## config.mk

```make
export PLATFORM = sky130hd
export DESIGN_NAME = mcd_comm
export DESIGN_NICKNAME = d
export VERILOG_FILES = /design/src/verilog/mcd_pkg.sv /design/src/verilog/mcd_sub_clk_en.sv /design/src/verilog/mcd_bus_port.sv /design/src/verilog/mcd_com_bank.sv /design/src/verilog/mcd_gate_regs.sv /design/src/verilog/mcd_comm.sv
export VERILOG_INCLUDE_DIRS = /design/src /design/src/include
export SDC_FILE = /design/constraint.sdc
export NUM_CORES = 1
export LEC_CHECK = 0
export BUFFER_PORTS_ARGS = -buffer_cell sky130_fd_sc_hd__buf_2
export CELL_PAD_IN_SITES_DETAIL_PLACEMENT = 1
export CELL_PAD_IN_SITES_GLOBAL_PLACEMENT = 2
export CORE_MARGIN = 4
export CORE_UTILIZATION = 48
export DETAILED_ROUTE_END_ITERATION = 12
export GPL_TIMING_DRIVEN = 0
export PLACE_DENSITY_LB_ADDON = 0.25
export SYNTH_ARGS = -nofsm -noshare
export SYNTH_HDL_FRONTEND = slang
export SYNTH_SLANG_ARGS = --single-unit
```

## constraint.sdc

```tcl
create_clock -name clk_asic -period 18.45 [get_ports clk_asic]
set_input_delay 1.845 -clock clk_asic [delete_from_list [all_inputs] [get_ports clk_asic]]
set_output_delay 1.845 -clock clk_asic [all_outputs]
set_load 0.01 [all_outputs]
```

## src/include/mcd_config.svh

```systemverilog
`ifndef MCD_CONFIG_SVH
`define MCD_CONFIG_SVH

// communication word banks
`define MCD_COM_WORDS        8

// sub clock is clk_asic divided by 2**bits
`define MCD_CLK_DIV_BITS     2

// byte offsets inside the gate array register window
`define MCD_OFS_CTRL         9'h000    // main side
`define MCD_OFS_HINT         9'h006    // main side
`define MCD_OFS_FLAG         9'h00E    // both sides
`define MCD_OFS_CMD_BASE     9'h010    // command words
`define MCD_OFS_STA_BASE     9'h020    // status words
`define MCD_OFS_LED          9'h000    // sub side

// hint vector comes up as all ones
`define MCD_HINT_RESET       16'hFFFF

// what each side sees on an offset nothing decodes
`define MCD_MAIN_UNMAPPED    16'hFFFF
`define MCD_SUB_UNMAPPED     16'h0000

`endif

```

## src/verilog/mcd_pkg.sv

```systemverilog
package mcd_pkg;

	// one bus data word
	typedef logic [15:0] mcd_word_t;

	// register byte offset, bit 0 always zero
	typedef logic [8:0] mcd_ofs_t;

	// one side's register access as seen on its pins
	typedef struct packed
	{
		mcd_ofs_t  ofs;      // byte offset in the register window
		mcd_word_t wdata;
		logic      we_lo;    // low byte strobe
		logic      we_hi;    // high byte strobe
		logic      ce;       // register block select
	} mcd_bus_t;

	// write pulse after strobe synchronisation
	typedef struct packed
	{
		mcd_ofs_t   ofs;
		mcd_word_t  wdata;
		logic [1:0] lane;    // bit 1 high byte, bit 0 low byte
		logic       valid;   // one clock, always on a sub tick
	} mcd_wr_t;

	// control lines toward the sub CPU
	typedef struct packed
	{
		logic sub_reset;     // held while main keeps the reset bit clear
		logic sub_bus_req;
		logic irq2;          // level 2 interrupt trigger
	} mcd_ctrl_t;

endpackage

```

## src/verilog/mcd_sub_clk_en.sv

```systemverilog
`include "mcd_config.svh"

module mcd_sub_clk_en
(
	input  logic clk_asic,
	input  logic cd_rst,
	input  logic cd_halt,
	output logic sub_sync
);

	logic [`MCD_CLK_DIV_BITS-1:0] div_cnt;    // free running

	always_ff @(posedge clk_asic or posedge cd_rst)
	begin
		if (cd_rst)
			div_cnt <= '0;
		else
			div_cnt <= div_cnt + 1'b1;
	end

	// tick on the last count unless halted
	assign sub_sync = (&div_cnt) & ~cd_halt;

	// halt gates every tick
	assert property (@(posedge clk_asic) disable iff (cd_rst)
		!$isunknown(cd_halt))
		else $error("cd_halt is unknown");

endmodule

```

## src/verilog/mcd_bus_port.sv

```systemverilog
module mcd_bus_port
(
	input  logic              clk_asic,
	input  logic              cd_rst,
	input  logic              sub_sync,
	input  mcd_pkg::mcd_bus_t bus,
	output mcd_pkg::mcd_wr_t  wr
);
	import mcd_pkg::*;

	logic [1:0] strobe;      // lanes qualified by ce
	logic [1:0] smp_now;     // sampled on the latest tick
	logic [1:0] smp_prev;    // sampled on the tick before
	mcd_ofs_t   ofs_q;
	mcd_word_t  wdata_q;

	assign strobe = {bus.we_hi, bus.we_lo} & {2{bus.ce}};

	// two tick history of the strobes
	always_ff @(posedge clk_asic or posedge cd_rst)
	begin
		if (cd_rst)
		begin
			smp_now  <= 2'b00;
			smp_prev <= 2'b00;
		end
		else if (sub_sync)
		begin
			smp_now  <= strobe;
			smp_prev <= smp_now;
		end
	end

	// address and data taken together with the strobe sample
	always_ff @(posedge clk_asic)
	begin
		if (sub_sync)
		begin
			ofs_q   <= bus.ofs;
			wdata_q <= bus.wdata;
		end
	end

	// A held strobe stays in smp_prev after the first pulse, so it writes
	// once. It has to be seen released on a tick before the next access.
	assign wr.ofs   = ofs_q;
	assign wr.wdata = wdata_q;
	assign wr.lane  = smp_now;
	assign wr.valid = sub_sync & (smp_now != 2'b00) & (smp_prev == 2'b00);

	assert property (@(posedge clk_asic) disable iff (cd_rst)
		wr.valid |-> !wr.ofs[0])
		else $error("write pulse to an odd byte offset");

	assert property (@(posedge clk_asic) disable iff (cd_rst)
		(strobe != 2'b00 && $past(strobe) != 2'b00) |-> $stable({bus.ofs, bus.wdata}))
		else $error("offset or data changed while a strobe was held");

endmodule

```

## src/verilog/mcd_com_bank.sv

```systemverilog
`include "mcd_config.svh"

module mcd_com_bank
#(
	parameter mcd_pkg::mcd_ofs_t BASE = `MCD_OFS_CMD_BASE
)
(
	input  logic               clk_asic,
	input  logic               cd_rst,
	input  mcd_pkg::mcd_wr_t   wr,
	input  mcd_pkg::mcd_ofs_t  rd_ofs,
	output logic               hit,
	output mcd_pkg::mcd_word_t rdata
);
	import mcd_pkg::*;

	localparam int       IDX_W = $clog2(`MCD_COM_WORDS);
	localparam mcd_ofs_t SPAN  = mcd_ofs_t'(2 * `MCD_COM_WORDS);    // bytes covered

	mcd_word_t        words [`MCD_COM_WORDS];
	mcd_ofs_t         wr_rel;
	mcd_ofs_t         rd_rel;
	logic             wr_hit;
	logic [IDX_W-1:0] wr_idx;
	logic [IDX_W-1:0] rd_idx;

	// offsets below BASE wrap to large values and miss
	assign wr_rel = wr.ofs - BASE;
	assign rd_rel = rd_ofs - BASE;

	assign wr_hit = wr_rel < SPAN;
	assign wr_idx = wr_rel[IDX_W:1];    // word index, byte bit dropped
	assign rd_idx = rd_rel[IDX_W:1];

	always_ff @(posedge clk_asic or posedge cd_rst)
	begin
		if (cd_rst)
		begin
			for (int i = 0; i < `MCD_COM_WORDS; i++)
				words[i] <= '0;
		end
		else if (wr.valid && wr_hit)
		begin
			if (wr.lane[0])
				words[wr_idx][7:0] <= wr.wdata[7:0];
			if (wr.lane[1])
				words[wr_idx][15:8] <= wr.wdata[15:8];
		end
	end

	// combinational read, the register map adds the flop
	assign hit   = rd_rel < SPAN;
	assign rdata = words[rd_idx];

endmodule

```

## src/verilog/mcd_gate_regs.sv

```systemverilog
`include "mcd_config.svh"

module mcd_gate_regs
(
	input  logic                     clk_asic,
	input  logic                     cd_rst,
	input  mcd_pkg::mcd_wr_t         main_wr,
	input  mcd_pkg::mcd_wr_t         sub_wr,
	input  mcd_pkg::mcd_ofs_t        main_ofs,
	input  mcd_pkg::mcd_ofs_t        sub_ofs,
	input  logic [1:0]               cmd_hit,      // [0] main offset, [1] sub offset
	input  mcd_pkg::mcd_word_t [1:0] cmd_rdata,
	input  logic [1:0]               sta_hit,      // same order as cmd
	input  mcd_pkg::mcd_word_t [1:0] sta_rdata,
	output mcd_pkg::mcd_word_t       main_rdata,
	output mcd_pkg::mcd_word_t       sub_rdata,
	output mcd_pkg::mcd_ctrl_t       ctrl,
	output logic [1:0]               led,
	output mcd_pkg::mcd_word_t       hint
);
	import mcd_pkg::*;

	logic       sres_q;          // 1 lets the sub CPU run
	logic       sbrq_q;          // main asks for the sub bus
	logic       irq2_q;
	mcd_word_t  hint_q;
	logic [7:0] flag_main_q;     // high byte of the flag word
	logic [7:0] flag_sub_q;      // low byte
	logic [1:0] led_q;
	logic       main_ctrl_we;
	logic       main_hint_we;
	logic       main_flag_we;
	logic       sub_led_we;
	logic       sub_flag_we;
	mcd_word_t  flag_word;
	mcd_word_t  main_map;
	mcd_word_t  sub_map;

	assign main_ctrl_we = main_wr.valid && main_wr.ofs == `MCD_OFS_CTRL;
	assign main_hint_we = main_wr.valid && main_wr.ofs == `MCD_OFS_HINT;
	assign main_flag_we = main_wr.valid && main_wr.ofs == `MCD_OFS_FLAG;
	assign sub_led_we   = sub_wr.valid && sub_wr.ofs == `MCD_OFS_LED;
	assign sub_flag_we  = sub_wr.valid && sub_wr.ofs == `MCD_OFS_FLAG;

	always_ff @(posedge clk_asic or posedge cd_rst)
	begin
		if (cd_rst)
		begin
			sres_q      <= 1'b0;
			sbrq_q      <= 1'b0;
			irq2_q      <= 1'b0;
			hint_q      <= `MCD_HINT_RESET;
			flag_main_q <= 8'h00;
			flag_sub_q  <= 8'h00;
			led_q       <= 2'b00;
		end
		else
		begin
			// single clock, the write pulse is one clock wide
			irq2_q <= main_ctrl_we & main_wr.lane[1] & main_wr.wdata[8];
			if (main_ctrl_we && main_wr.lane[0])
			begin
				sres_q <= main_wr.wdata[0];
				sbrq_q <= main_wr.wdata[1];
			end
			if (main_hint_we && main_wr.lane[0])
				hint_q[7:0] <= main_wr.wdata[7:0];
			if (main_hint_we && main_wr.lane[1])
				hint_q[15:8] <= main_wr.wdata[15:8];
			if (main_flag_we)
				flag_main_q <= main_wr.wdata[15:8];    // either lane, own byte only
			if (sub_flag_we)
				flag_sub_q <= sub_wr.wdata[7:0];
			if (sub_led_we && sub_wr.lane[1])
				led_q <= sub_wr.wdata[9:8];
		end
	end

	assign flag_word = {flag_main_q, flag_sub_q};

	// main side read map
	always_comb
	begin
		if (main_ofs == `MCD_OFS_CTRL)
			main_map = {14'd0, sbrq_q, sres_q};
		else if (main_ofs == `MCD_OFS_HINT)
			main_map = hint_q;
		else if (main_ofs == `MCD_OFS_FLAG)
			main_map = flag_word;
		else if (cmd_hit[0])
			main_map = cmd_rdata[0];
		else if (sta_hit[0])
			main_map = sta_rdata[0];
		else
			main_map = `MCD_MAIN_UNMAPPED;
	end

	// sub side read map
	always_comb
	begin
		if (sub_ofs == `MCD_OFS_LED)
			sub_map = {6'd0, led_q, 8'd0};
		else if (sub_ofs == `MCD_OFS_FLAG)
			sub_map = flag_word;
		else if (cmd_hit[1])
			sub_map = cmd_rdata[1];
		else if (sta_hit[1])
			sub_map = sta_rdata[1];
		else
			sub_map = `MCD_SUB_UNMAPPED;
	end

	// read data one clock behind the offset
	always_ff @(posedge clk_asic)
	begin
		main_rdata <= main_map;
		sub_rdata  <= sub_map;
	end

	assign ctrl = '{sub_reset: ~sres_q, sub_bus_req: sbrq_q, irq2: irq2_q};
	assign led  = led_q;
	assign hint = hint_q;

endmodule

```

## src/verilog/mcd_comm.sv

```systemverilog
`include "mcd_config.svh"

module mcd_comm
(
	input  logic               clk_asic,
	input  logic               cd_rst,
	input  logic               cd_halt,
	input  mcd_pkg::mcd_bus_t  main_bus,
	input  mcd_pkg::mcd_bus_t  sub_bus,
	output mcd_pkg::mcd_word_t main_rdata,
	output mcd_pkg::mcd_word_t sub_rdata,
	output mcd_pkg::mcd_ctrl_t ctrl,
	output logic [1:0]         led,
	output mcd_pkg::mcd_word_t hint
);
	import mcd_pkg::*;

	logic            sub_sync;
	mcd_wr_t         main_wr;
	mcd_wr_t         sub_wr;
	logic [1:0]      cmd_hit;      // [0] at main offset, [1] at sub offset
	mcd_word_t [1:0] cmd_rdata;
	logic [1:0]      sta_hit;
	mcd_word_t [1:0] sta_rdata;

	mcd_sub_clk_en i_clk_en
	(
		.clk_asic (clk_asic),
		.cd_rst   (cd_rst),
		.cd_halt  (cd_halt),
		.sub_sync (sub_sync)
	);

	mcd_bus_port i_main_port
	(
		.clk_asic (clk_asic),
		.cd_rst   (cd_rst),
		.sub_sync (sub_sync),
		.bus      (main_bus),
		.wr       (main_wr)
	);

	mcd_bus_port i_sub_port
	(
		.clk_asic (clk_asic),
		.cd_rst   (cd_rst),
		.sub_sync (sub_sync),
		.bus      (sub_bus),
		.wr       (sub_wr)
	);

	// command words, main writes, one copy per read offset
	mcd_com_bank #(.BASE(`MCD_OFS_CMD_BASE)) i_cmd_main
	(
		.clk_asic (clk_asic),
		.cd_rst   (cd_rst),
		.wr       (main_wr),
		.rd_ofs   (main_bus.ofs),
		.hit      (cmd_hit[0]),
		.rdata    (cmd_rdata[0])
	);

	mcd_com_bank #(.BASE(`MCD_OFS_CMD_BASE)) i_cmd_sub
	(
		.clk_asic (clk_asic),
		.cd_rst   (cd_rst),
		.wr       (main_wr),
		.rd_ofs   (sub_bus.ofs),
		.hit      (cmd_hit[1]),
		.rdata    (cmd_rdata[1])
	);

	// status words, sub writes
	mcd_com_bank #(.BASE(`MCD_OFS_STA_BASE)) i_sta_main
	(
		.clk_asic (clk_asic),
		.cd_rst   (cd_rst),
		.wr       (sub_wr),
		.rd_ofs   (main_bus.ofs),
		.hit      (sta_hit[0]),
		.rdata    (sta_rdata[0])
	);

	mcd_com_bank #(.BASE(`MCD_OFS_STA_BASE)) i_sta_sub
	(
		.clk_asic (clk_asic),
		.cd_rst   (cd_rst),
		.wr       (sub_wr),
		.rd_ofs   (sub_bus.ofs),
		.hit      (sta_hit[1]),
		.rdata    (sta_rdata[1])
	);

	mcd_gate_regs i_regs
	(
		.clk_asic   (clk_asic),
		.cd_rst     (cd_rst),
		.main_wr    (main_wr),
		.sub_wr     (sub_wr),
		.main_ofs   (main_bus.ofs),
		.sub_ofs    (sub_bus.ofs),
		.cmd_hit    (cmd_hit),
		.cmd_rdata  (cmd_rdata),
		.sta_hit    (sta_hit),
		.sta_rdata  (sta_rdata),
		.main_rdata (main_rdata),
		.sub_rdata  (sub_rdata),
		.ctrl       (ctrl),
		.led        (led),
		.hint       (hint)
	);

endmodule

```

Yosys cells after proc, flatten, opt, wreduce, memory -nomap -nowiden --
Index checks and enable logic that the tools add are counted.
Word-level totals: output and inout bits 53, logic and storage cells 168, flip-flop bits (word level) 641, input bits 59
Cells by class: bitwise gates (word level) 17, add/sub/neg operators 7, mux-type cells 49, reductions and logical operators 22, order comparisons 14, equal/unequal tests 6
Operators by type and width (number):
- $mux W128 | 12
- $bwmux W128 | 8
- $mux W16 | 17
- $bmux W16 S3 | 4
- $demux W16 S3 | 4
- $lt A9 B5 Y1 const B | 6
- $eq A9 B4 Y1 const B | 4
- $logic_not A9 Y1 | 4
- $sub A9 B5 Y9 const B | 3
- $sub A9 B6 Y9 const B | 3
- $ge A4 B4 Y1 const B | 6
- $not A3 Y4 | 6
- $eq A9 B3 Y1 const B | 2
- $mux W8 | 2
- $logic_and A1 B1 Y1 | 13
- $mux W10 | 1
- $lt A4 B1 Y1 const B | 2
- $and A1 B1 Y1 | 7
- $and A2 B2 Y2 | 2
- $logic_not A2 Y1 | 2
- $reduce_bool A2 Y1 | 2
- $add A2 B1 Y2 const B | 1
- $mux W2 | 1
- $not A1 Y1 | 2
- $reduce_and A2 Y1 | 1

Depth between registers and ports, before layout --
Gate-level depths: netlist (run 1).
word-level depth 11, depth in mapped cells 8, mapped depth without buffers 6

Cells and area by module --
Synthesis (run 1) repeated with hierarchy kept, for this count alone.
Second synthesis, totals: cells, all modules 1791, area total of the unflattened synthesis 29563.4 um^2
By module, submodules not included:
- mcd_com_bank at i_cmd_main ... | area an instance 6112.1 um^2, cells an instance 353, instances 2
- mcd_com_bank at i_sta_main | area an instance 6112.1 um^2, cells an instance 347, instances 1
- mcd_com_bank at i_sta_sub | area an instance 6029.5 um^2, cells an instance 348, instances 1
- mcd_gate_regs | area an instance 3266.9 um^2, cells an instance 304, instances 1
- mcd_bus_port | area an instance 923.4 um^2, cells an instance 40, instances 2
- mcd_sub_clk_en | area an instance 83.8 um^2, cells an instance 6, instances 1

Worst setup path before layout (run 1) --
Ideal clock, no wire load.
kind input to register, start point in cd_halt, end point reg i_main_port.ofs_q[0] (enable), setup slack 14.812 ns, setup time 0.404 ns, arrival time 3.234 ns, buffers on the path 1, stages on the path 3, cell sequence nand2b_1 > clkbuf_1 > inv_1
On the way: cells in the longest elaborated chain, start to end 2
Ends and longest elaborated chain:
- start, declared | line mcd_comm.sv:7 | input logic cd_halt,
- $not A1 Y1 | line mcd_sub_clk_en.sv:22 | assign sub_sync = (&div_cnt) & ~cd_halt;
- $and A1 B1 Y1 | line mcd_sub_clk_en.sv:22
- net i_clk_en.sub_sync | line mcd_sub_clk_en.sv:8 | output logic sub_sync
- end signal, assigned | line mcd_bus_port.sv:39 | ofs_q <= bus.ofs;
- end, declared | line mcd_bus_port.sv:14 | mcd_ofs_t ofs_q;
The timed path passes the listed nets, and every way through them passes these cells. A chain may end at the register's enable or synchronous reset.

Final worst setup path (run 1) --
start point in main_bus[20] (netlist name), end point reg i_regs.main_rdata[14]
On the way: cells in the longest elaborated chain, start to end 9
Ends and longest elaborated chain:
- start, declared | line mcd_comm.sv:8 | input mcd_pkg::mcd_bus_t main_bus,
- $sub A9 B6 Y9 | line mcd_com_bank.sv:29 | assign rd_rel = rd_ofs - BASE;
- $not A3 Y4 (implied by the code) | line mcd_com_bank.sv:53 | assign rdata = words[rd_idx];
- $bmux W16 S3 | line mcd_com_bank.sv:53
- $mux W16 (implied by the code) (2 in series) | line mcd_com_bank.sv:53
- $mux W16 | line mcd_gate_regs.sv:92 | else if (sta_hit[0])
- $mux W16 | line mcd_gate_regs.sv:90 | else if (cmd_hit[0])
- $mux W16 | line mcd_gate_regs.sv:88 | else if (main_ofs == `MCD_OFS_FLAG)
- $mux W16 | line mcd_gate_regs.sv:86 | else if (main_ofs == `MCD_OFS_HINT)
- end signal, assigned | line mcd_gate_regs.sv:116 | main_rdata <= main_map;
- end, declared | line mcd_gate_regs.sv:15 | output mcd_pkg::mcd_word_t main_rdata,
Parallel ways exist; a longest one is shown, timed or not. The select of a mux whose other input is x is not followed.

==> out/qor.yml, run 1 <==
min_path:
  hold_path.startpoint: "i_clk_en.div_cnt[0]$_DFF_PP0_"
  hold_end: "i_clk_en.div_cnt[0]$_DFF_PP0_"
  hold_path.class: "flop to flop"
  whs_path_depth: 1
global_route:
  grt_pass1_wl_um: 91080
  grt_pass1_vias: 13130
  antenna_found_initial: 2
  grt_overflow: 0
  grtUsageTotal_pct: 29.59
  grt_max_degree: 129
clocking:
  cts.sinks: 385
  h-tree-depth: 2
  cts_setup_buffers: 0
  clk_latency_ns: 0.59
  cts-hold-fix-buffers: 0
  cts_buffer_depth: 3
  tritoncts: "yes"
  clock_tree.root_cell: "clkbuf_16"
  clk_pin_slew_ns: 0.06
  cts_resized: 0
  cts_buffers: 45
setup_path:
  startpoint_type: "input port"
  worstPathArrival_ns: 5.14
  path_class: "input port to flop"
  cpPeakStageDelay_ns: 0.82
  cp_max_fo: 10
  required_ns: 18.86
  cp_cell_sequence: "buf_2 -> buf_1 -> clkbuf_1 -> clkbuf_1 -> a211oi_1 -> o32ai_1"
  rr_worst_depth: 5
  cp_common_cell: "clkbuf_1"
  cp_slowest_cell: "clkbuf_1"
  r2r_end: "i_cmd_main.words[89]$_DFFE_PP0P_"
  reg2reg_slack_ns: 15.45
  cp-end-kind: "flop"
  r2r_start: "i_clk_en.div_cnt[0]$_DFF_PP0_"
logic_synthesis:
  synth-seq-area-share_pct: 52.11
  synth_commonest_cells: "309 x mux2_2, 287 x dfrtp_1, 124 x mux4_2"
  synth_edf_count: 50
  synth_async_sr_flop_share_pct: 78.70
  synth_area_per_cell_um2: 15.15
  synth_warnings: 0
  ys_ff_latch: 385
  postSynthCellCount: 1234
  yosysTopAreaCellShare_pct: 38.40
  synth_area_leader_cell: "dfrtp_1"
  yosysMostFrequentCell: "mux2_2"
  ys_types: 53
  synth_nets: 1299
  synth.area.top_cells: "dfrtp_1 38%, mux2_2 19%, mux4_2 15%"
  ys.flop_type: "dfrtp_1"
  synthesis.area_mm2: 0.01870
floorplanning:
  boundaryPins: 112
  core_mm2: 0.03856
  rows: 72
  die_area_mm2: 0.04218
  initial_core_util_pct: 48.50
  die_w_um: 205.4
  fp.dieH_um: 205.4
power:
  peakVddDrop_mv: 0.08266
  p_leak_nw: 9.523
  powerDensity_mw_per_mm2: 85.11
place:
  hpwl_um: 43440
  port_buffers: 111
  pre_cts_ws_ns: 13.36
  gp_congestion: 0.9579
timing:
  rsz0062_at_grt: "false"
  final-hold-violation-count: 0
  fin_ws_ns: 13.73
  slew_headroom_pct: 7.016
  fmax_mhz: 211.7
  setup_viol_count_final: 0
  period_share_pct: 25.60
  setup_tns_ns: 0
  finClkSkew_ns: 0.02080
  fin_crit_ns: 4.724
  worstMarginPinSlew_ns: 1.383
  slew_violations: 0
final_layout:
  area_delta_synth_final_pct: 14.69
  fillers: 3722
  diodes: 0
  final_nets: 1462
  drive_gt1_share_pct: 47.94
drt:
  drtIter0Drc: 1328
  wl_per_cell_um: 31.32
  vias_per_cell: 6.372
  drt_wl_total_um: 61100
  drcViolationCount: 0
  drtAntennaViolNets: 0
  num_vias: 12430
  drtPass1Iterations: 5
outcome:
  status: "finished, final reports clean"
job:
  cap_violations: 0
## metrics by stage
step	util, %	cell area [µm²]	hold slack (ns)	std cells	total power, W
CTS	55.60	21440	0.4507	1950	0.001840
finish	55.62	21450	0.4508	1951	0.001825
detailed placement	51.87	20000	0.4274	1867	0.0009682
floorplan	-	18700	0.4006	1234	0.0009300
global placement	51.62	19900	0.4116	1863	0.0009656
global route	55.62	21450	0.4573	1951	0.001886
## power breakdown
group          leakage (nW)  internal (W)  total [W]  switching (W)
Clock                 0.704      0.000504   0.000873       0.000369
Sequential             4.87      0.000862   0.000866     0.00000324
Combinational          3.95     0.0000270  0.0000870      0.0000600
Total                  9.52       0.00139    0.00183       0.000432
## registers in the layout (all words and copies together), names as in the netlist
register,cells
i_sub_port.ofs_q,9
i_regs.sbrq_q,1
i_clk_en.div_cnt,2
i_main_port.smp_prev,2
i_regs.hint,16
i_regs.sub_rdata,16
i_regs.irq2_q,1
i_regs.flag_main_q,8
i_main_port.ofs_q,9
i_regs.flag_sub_q,8
i_main_port.smp_now,2
i_sub_port.wdata_q,16
i_regs.led,2
i_regs.main_rdata,16
i_cmd_main.words,128
i_regs.sres_q,1
i_main_port.wdata_q,16
i_sta_main.words,128
i_sub_port.smp_prev,2
i_sub_port.smp_now,2
## logic make-up after synthesis
family / synth area share [%]
AND/OR/NAND/NOR: 6.564
flip-flops: 52.11
adder cells (fa/ha/maj): 0.4014
XOR/XNOR: 0.1405
multiplexers: 34.83
AO/OA/AOI/OAI: 4.014
buffers and inverters: 1.947
## cell usage in the layout (no fill, tap or decap), drive strengths merged, types with 22 or more instances in the layout
cell | synthesis | final
clkbuf | 44 | 108
buf | 31 | 147
edfxtp | 50 | 50
nor2b | 34 | 34
nand2 | 33 | 33
mux4 | 124 | 124
nor2 | 22 | 22
mux2 | 309 | 309
dfrtp | 287 | 287
dfxtp | 32 | 32
a211oi | 30 | 30
mux2i | 24 | 24
## final cells by class
class	instances	area (µm²)	share of cell area, %
Multi-Input combinational cell	762	8592	40.06
Sequential cell	385	9744	45.43
Inverter	12	52.55	0.2450
Clock buffer	64	1289	6.009
Timing Repair Buffer	116	649.4	3.028
Clock inverter	19	152.6	0.7117
Tap cell	518	648.1	3.022
Buffer	75	319.1	1.488
## critical path: cells and delay by family
kind / cells / cell delay, ns
AO/OA/AOI/OAI: 2 / 0.94
buffers and inverters: 4 / 2.33
## worst max-delay path by stage
stage | from | endpoint | slack [ns] | depth (start not counted)
floorplan | cd_rst | i_clk_en.div_cnt[0]$_DFF_PP0_ | 8.26 | 1
global placement | cd_rst | i_sta_main.words[98]$_DFFE_PP0P_ | 4.60 | 2
detailed placement | main_bus[21] | i_regs.main_rdata[12]$_SDFF_PP0_ | 13.36 | 7
CTS | main_bus[21] | i_regs.main_rdata[12]$_SDFF_PP0_ | 13.98 | 7
global route | main_bus[21] | i_regs.main_rdata[12]$_SDFF_PP0_ | 13.83 | 7
finish | main_bus[20] | i_regs.main_rdata[14]$_SDFF_PP0_ | 13.73 | 6
## layer usage
metal | vias up | track usage [%] | wire, µm | part of all wire, %
met2 | 461 | 45.43 | 28200 | 46
met1 | 6738 | 42.96 | 26730 | 44
met4 | 0 | 9.928 | 2017 | 3.3
met5 | - | 0 | 0 | 0
li1 | 5141 | - | - | -
met3 | 92 | 5.500 | 4154 | 6.8
Power figures use the tool's default switching activity.
==> inputs of run 2 (changes only) <==
--- a/config.mk
+++ b/config.mk
@@ -6,11 +6,12 @@
 export SDC_FILE = /design/constraint.sdc
 export NUM_CORES = 1
 export LEC_CHECK = 0
+export ABC_AREA = 1
 export BUFFER_PORTS_ARGS = -buffer_cell sky130_fd_sc_hd__buf_2
 export CELL_PAD_IN_SITES_DETAIL_PLACEMENT = 1
 export CELL_PAD_IN_SITES_GLOBAL_PLACEMENT = 2
 export CORE_MARGIN = 4
-export CORE_UTILIZATION = 48
+export CORE_UTILIZATION = 37
 export DETAILED_ROUTE_END_ITERATION = 12
 export GPL_TIMING_DRIVEN = 0
 export PLACE_DENSITY_LB_ADDON = 0.25
==> constraint.sdc (replaced) <==
create_clock -name clk_asic -period 4.6 [get_ports clk_asic]
set_input_delay 0.46 -clock clk_asic [delete_from_list [all_inputs] [get_ports clk_asic]]
set_output_delay 0.46 -clock clk_asic [all_outputs]
set_load 0.01 [all_outputs]
==> run 2 against run 1 <==
Sequential share of layout area is 2.9 points lower. Non-clock buffer count rose by 68. Critical path type unchanged. Cell count rose by 71%. Combinational power rose to 7.2 times the previous value. Core utilization fell by 12 points. Sequential power grew to 4.0 times the previous value. Critical path depth up 4. Clock skew is 0.010 ns higher. Hold slack worse by 0.42 ns. Global-route usage increased by 1.8 points. First-iteration DRC count grew 39%.
==> out/qor.yml, run 2 <==
setup_path:
  r2r_start: "i_clk_en.div_cnt[0]$_DFF_PP0_"
  worstPathArrival_ns: 3.29  # -1.85 ns
  startpoint_type: "input port"
  required_ns: 5.12  # -13.74 ns
  crit_start: "sub_bus[23]"
  reg2reg_slack_ns: 2.00  # -13.45 ns
  crit_end: "i_regs.sub_rdata[7]$_SDFF_PP0_"
  cp_max_fo: 10  # unchanged
  cp-end-kind: "flop"
  rr_worst_depth: 10  # +5
  path_class: "input port to flop"
  r2r_end: "i_regs.flag_sub_q[1]$_DFFE_PP0P_"
logic_synthesis:
  synth-seq-area-share_pct: 49.34  # -2.8 points
  ys_types: 38  # -28%
  synth_edf_count: 50  # unchanged
  yosysTopAreaCellShare_pct: 36.37  # -2.0 points
  synth_commonest_cells: "634 x nand2_1, 287 x dfrtp_1, 250 x inv_1"
  synth_warnings: 0  # unchanged
  yosysMostFrequentCell: "nand2_1"
  synth_nets: 2508  # +93%
  synth_area_leader_cell: "dfrtp_1"
  synth_area_per_cell_um2: 8.083  # -47%
  synth.area.top_cells: "dfrtp_1 36%, nand2_1 12%, edfxtp_1 7.6%"
  ys_ff_latch: 385  # unchanged
  synth_async_sr_flop_share_pct: 78.70  # unchanged
  synthesis.area_mm2: 0.01975  # +5.6%
  postSynthCellCount: 2443  # +98%
  ys.flop_type: "dfrtp_1"
floorplanning:
  rows: 84  # +17%
  core_mm2: 0.05266  # +37%
  die_w_um: 239.0  # +16%
  boundaryPins: 112  # unchanged
  die_area_mm2: 0.05713  # +35%
  fp.dieH_um: 239.0  # +16%
  initial_core_util_pct: 37.50  # -11 points
power:
  p_leak_nw: 10.61  # +11%
  clkPwrFrac_pct: 48.2  # +0.4 points
  powerDensity_mw_per_mm2: 345.3  # +310%
  p_sw_w: 0.002006  # +360%
  internal_power_w: 0.005906  # +320%
  p_comb_share_pct: 7.9  # +3.1 points
  swShare_pct: 25.35  # +1.7 points
  pwr-share-seq_pct: 43.9  # -3.5 points
  power_w: 0.007912  # +330%
  peakVddDrop_mv: 0.2576  # +210%
timing:
  fin_ws_ns: 1.829  # -11.90 ns
  setup_viol_count_final: 0  # unchanged
  final-hold-violation-count: 0  # unchanged
  period_share_pct: 60.24
  worstMarginPinSlew_ns: 1.265  # -0.1187 ns
  fmax_mhz: 360.9
  slew_headroom_pct: 15.39  # +8.4 points
  slew_violations: 0  # unchanged
  setup_tns_ns: 0  # unchanged
  fin_crit_ns: 2.771
  rsz0062_at_grt: "false"
  finClkSkew_ns: 0.03121  # +0.01041 ns
clocking:
  cts_buffer_depth: 3  # unchanged
  clk_latency_ns: 0.60  # about the same
  clk_pin_slew_ns: 0.06  # about the same
  cts.sinks: 385  # unchanged
  cts_buffers: 45  # unchanged
  cts_resized: 0  # unchanged
  tritoncts: "yes"
  h-tree-depth: 2  # unchanged
  clock_tree.root_cell: "clkbuf_16"
global_route:
  grt_pass1_wl_um: 132800  # +46%
  antenna_found_initial: 3  # +1
  grtUsageTotal_pct: 31.41  # +1.8 points
  grt_pass1_vias: 19700  # +50%
  grt_max_degree: 41  # -68%
  grt_overflow: 0  # unchanged
place:
  gp_congestion: 0.9453  # -1.3%
  port_buffers: 111  # unchanged
  hpwl_um: 65920  # +52%
  pre_cts_ws_ns: 1.271  # -12.09 ns
min_path:
  hold_path.class: "input port to flop"
job:
  cap_violations: 0  # unchanged
drt:
  drcViolationCount: 0  # unchanged
  drtAntennaViolNets: 0  # unchanged
  num_vias: 19240  # +55%
  drtIter0Drc: 1851  # +39%
  vias_per_cell: 5.768  # -9.5%
  drt_wl_total_um: 90990  # +49%
  wl_per_cell_um: 27.28  # -13%
  drtPass1Iterations: 5  # unchanged
final_layout:
  largestRegisters: "i_cmd_main.words (128), i_sta_main.words (128)"
  final_cell_mix: "634 x nand2_1, 287 x dfrtp_1, 249 x inv_1"
  area_delta_synth_final_pct: 16.02
  drive_gt1_share_pct: 14.77  # -33 points
  mostFrequentLayoutCell: "nand2_1"
  final_nets: 2676  # +83%
outcome:
  status: "finished, final reports clean"
[run 2: changes by cell type in the layout (fill, tap and decap cells not counted), moves of 78 or more]
cell,previous run,this run
a21oi_1,21,103
nand2_1,33,634
o211ai_1,0,119
inv_1,10,249
nand3_1,12,162
mux2_2,309,0
o21ai_1,0,170
mux4_2,124,0
o21ai_0,19,230
nor2_1,21,99
[run 2: final cells by class]
type / instances / area [µm²]
Buffer: 138 / 772.0
Timing Repair Buffer: 121 / 745.7
Sequential cell: 385 / 9744
Fill cell: 6376 / 29740
Tap cell: 688 / 860.8
Clock buffer: 56 / 1229
Multi-Input combinational cell: 1664 / 8272
Antenna cell: 1 / 2.502
Clock inverter: 27 / 320.3
Inverter: 256 / 964.7
[run 2: critical path: stages]
cell and delay, ns:
buf_2 0.13, inv_1 0.07, ha_1 0.28, nand3_1 0.07, nor2_1 0.90, clkbuf_1 0.70
nand3_1 0.28, nand3_1 0.15, nand2_1 0.13, inv_1 0.09
[run 2: worst min path at each step]
stage                                   from                               end  slack [ns]  cells past startpoint
2_1_floorplan  i_clk_en.div_cnt[0]$_DFF_PP0_     i_clk_en.div_cnt[0]$_DFF_PP0_        0.40                      1
3_3_place_gp   i_clk_en.div_cnt[0]$_DFF_PP0_     i_clk_en.div_cnt[0]$_DFF_PP0_        0.41                      1
3_5_place_dp   i_clk_en.div_cnt[0]$_DFF_PP0_     i_clk_en.div_cnt[0]$_DFF_PP0_        0.43                      1
4_1_cts                         main_bus[11]  i_main_port.wdata_q[8]$_DFFE_PP_       0.008                      1
5_1_grt                         main_bus[11]  i_main_port.wdata_q[8]$_DFFE_PP_        0.02                      1
6_report                        main_bus[11]  i_main_port.wdata_q[8]$_DFFE_PP_        0.03                      1
[run 2: cell families (layout without fill, tap and decap cells)]
group / Yosys count / after routing / synth area share [%]
simple gates: 982 / 982 / 21.88
fa+ha+maj: 6 / 6 / 0.3801
buf+inv: 394 / 598 / 8.769
flops: 385 / 385 / 49.34
other cells: 0 / 1 / 0
compound gates: 674 / 674 / 19.54
xor+xnor: 2 / 2 / 0.08872
[run 2: power groups by stage]
stage	combinational, W	clock, W	sequential [W]
2_1_floorplan	0.000312	0	0.00354
3_3_place_gp	0.000579	0	0.00354
3_5_place_dp	0.000606	0	0.00353
4_1_cts	0.000609	0.00387	0.00347
5_1_grt	0.000662	0.00401	0.00347
6_report	0.000624	0.00382	0.00347
[run 2: per-stage QoR]
step	hold slack [ns]	util, %	cells	cell area, µm²
CTS	0.007815	43.51	3335	22910
global placement	0.4117	40.20	3242	21170
finish	0.03138	43.51	3336	22910
global route	0.02478	43.51	3335	22910
floorplan	0.4006	-	2443	19750
detailed placement	0.4295	40.55	3251	21350
[run 2: repair_timing]
| item | 4_1_cts | 5_1_grt |
|---|---|---|
| hold buffers | 1 | 0 |
| endpoints found under the hold margin | 28 | 0 |
| setup buffers | 0 | 0 |
[run 2: layer usage]
layer	part of all wire, %	track usage, %
met1	42	42.78
met5	0.0099	0
met4	5.6	14.78
met2	44	49.34
met3	7.5	4.961
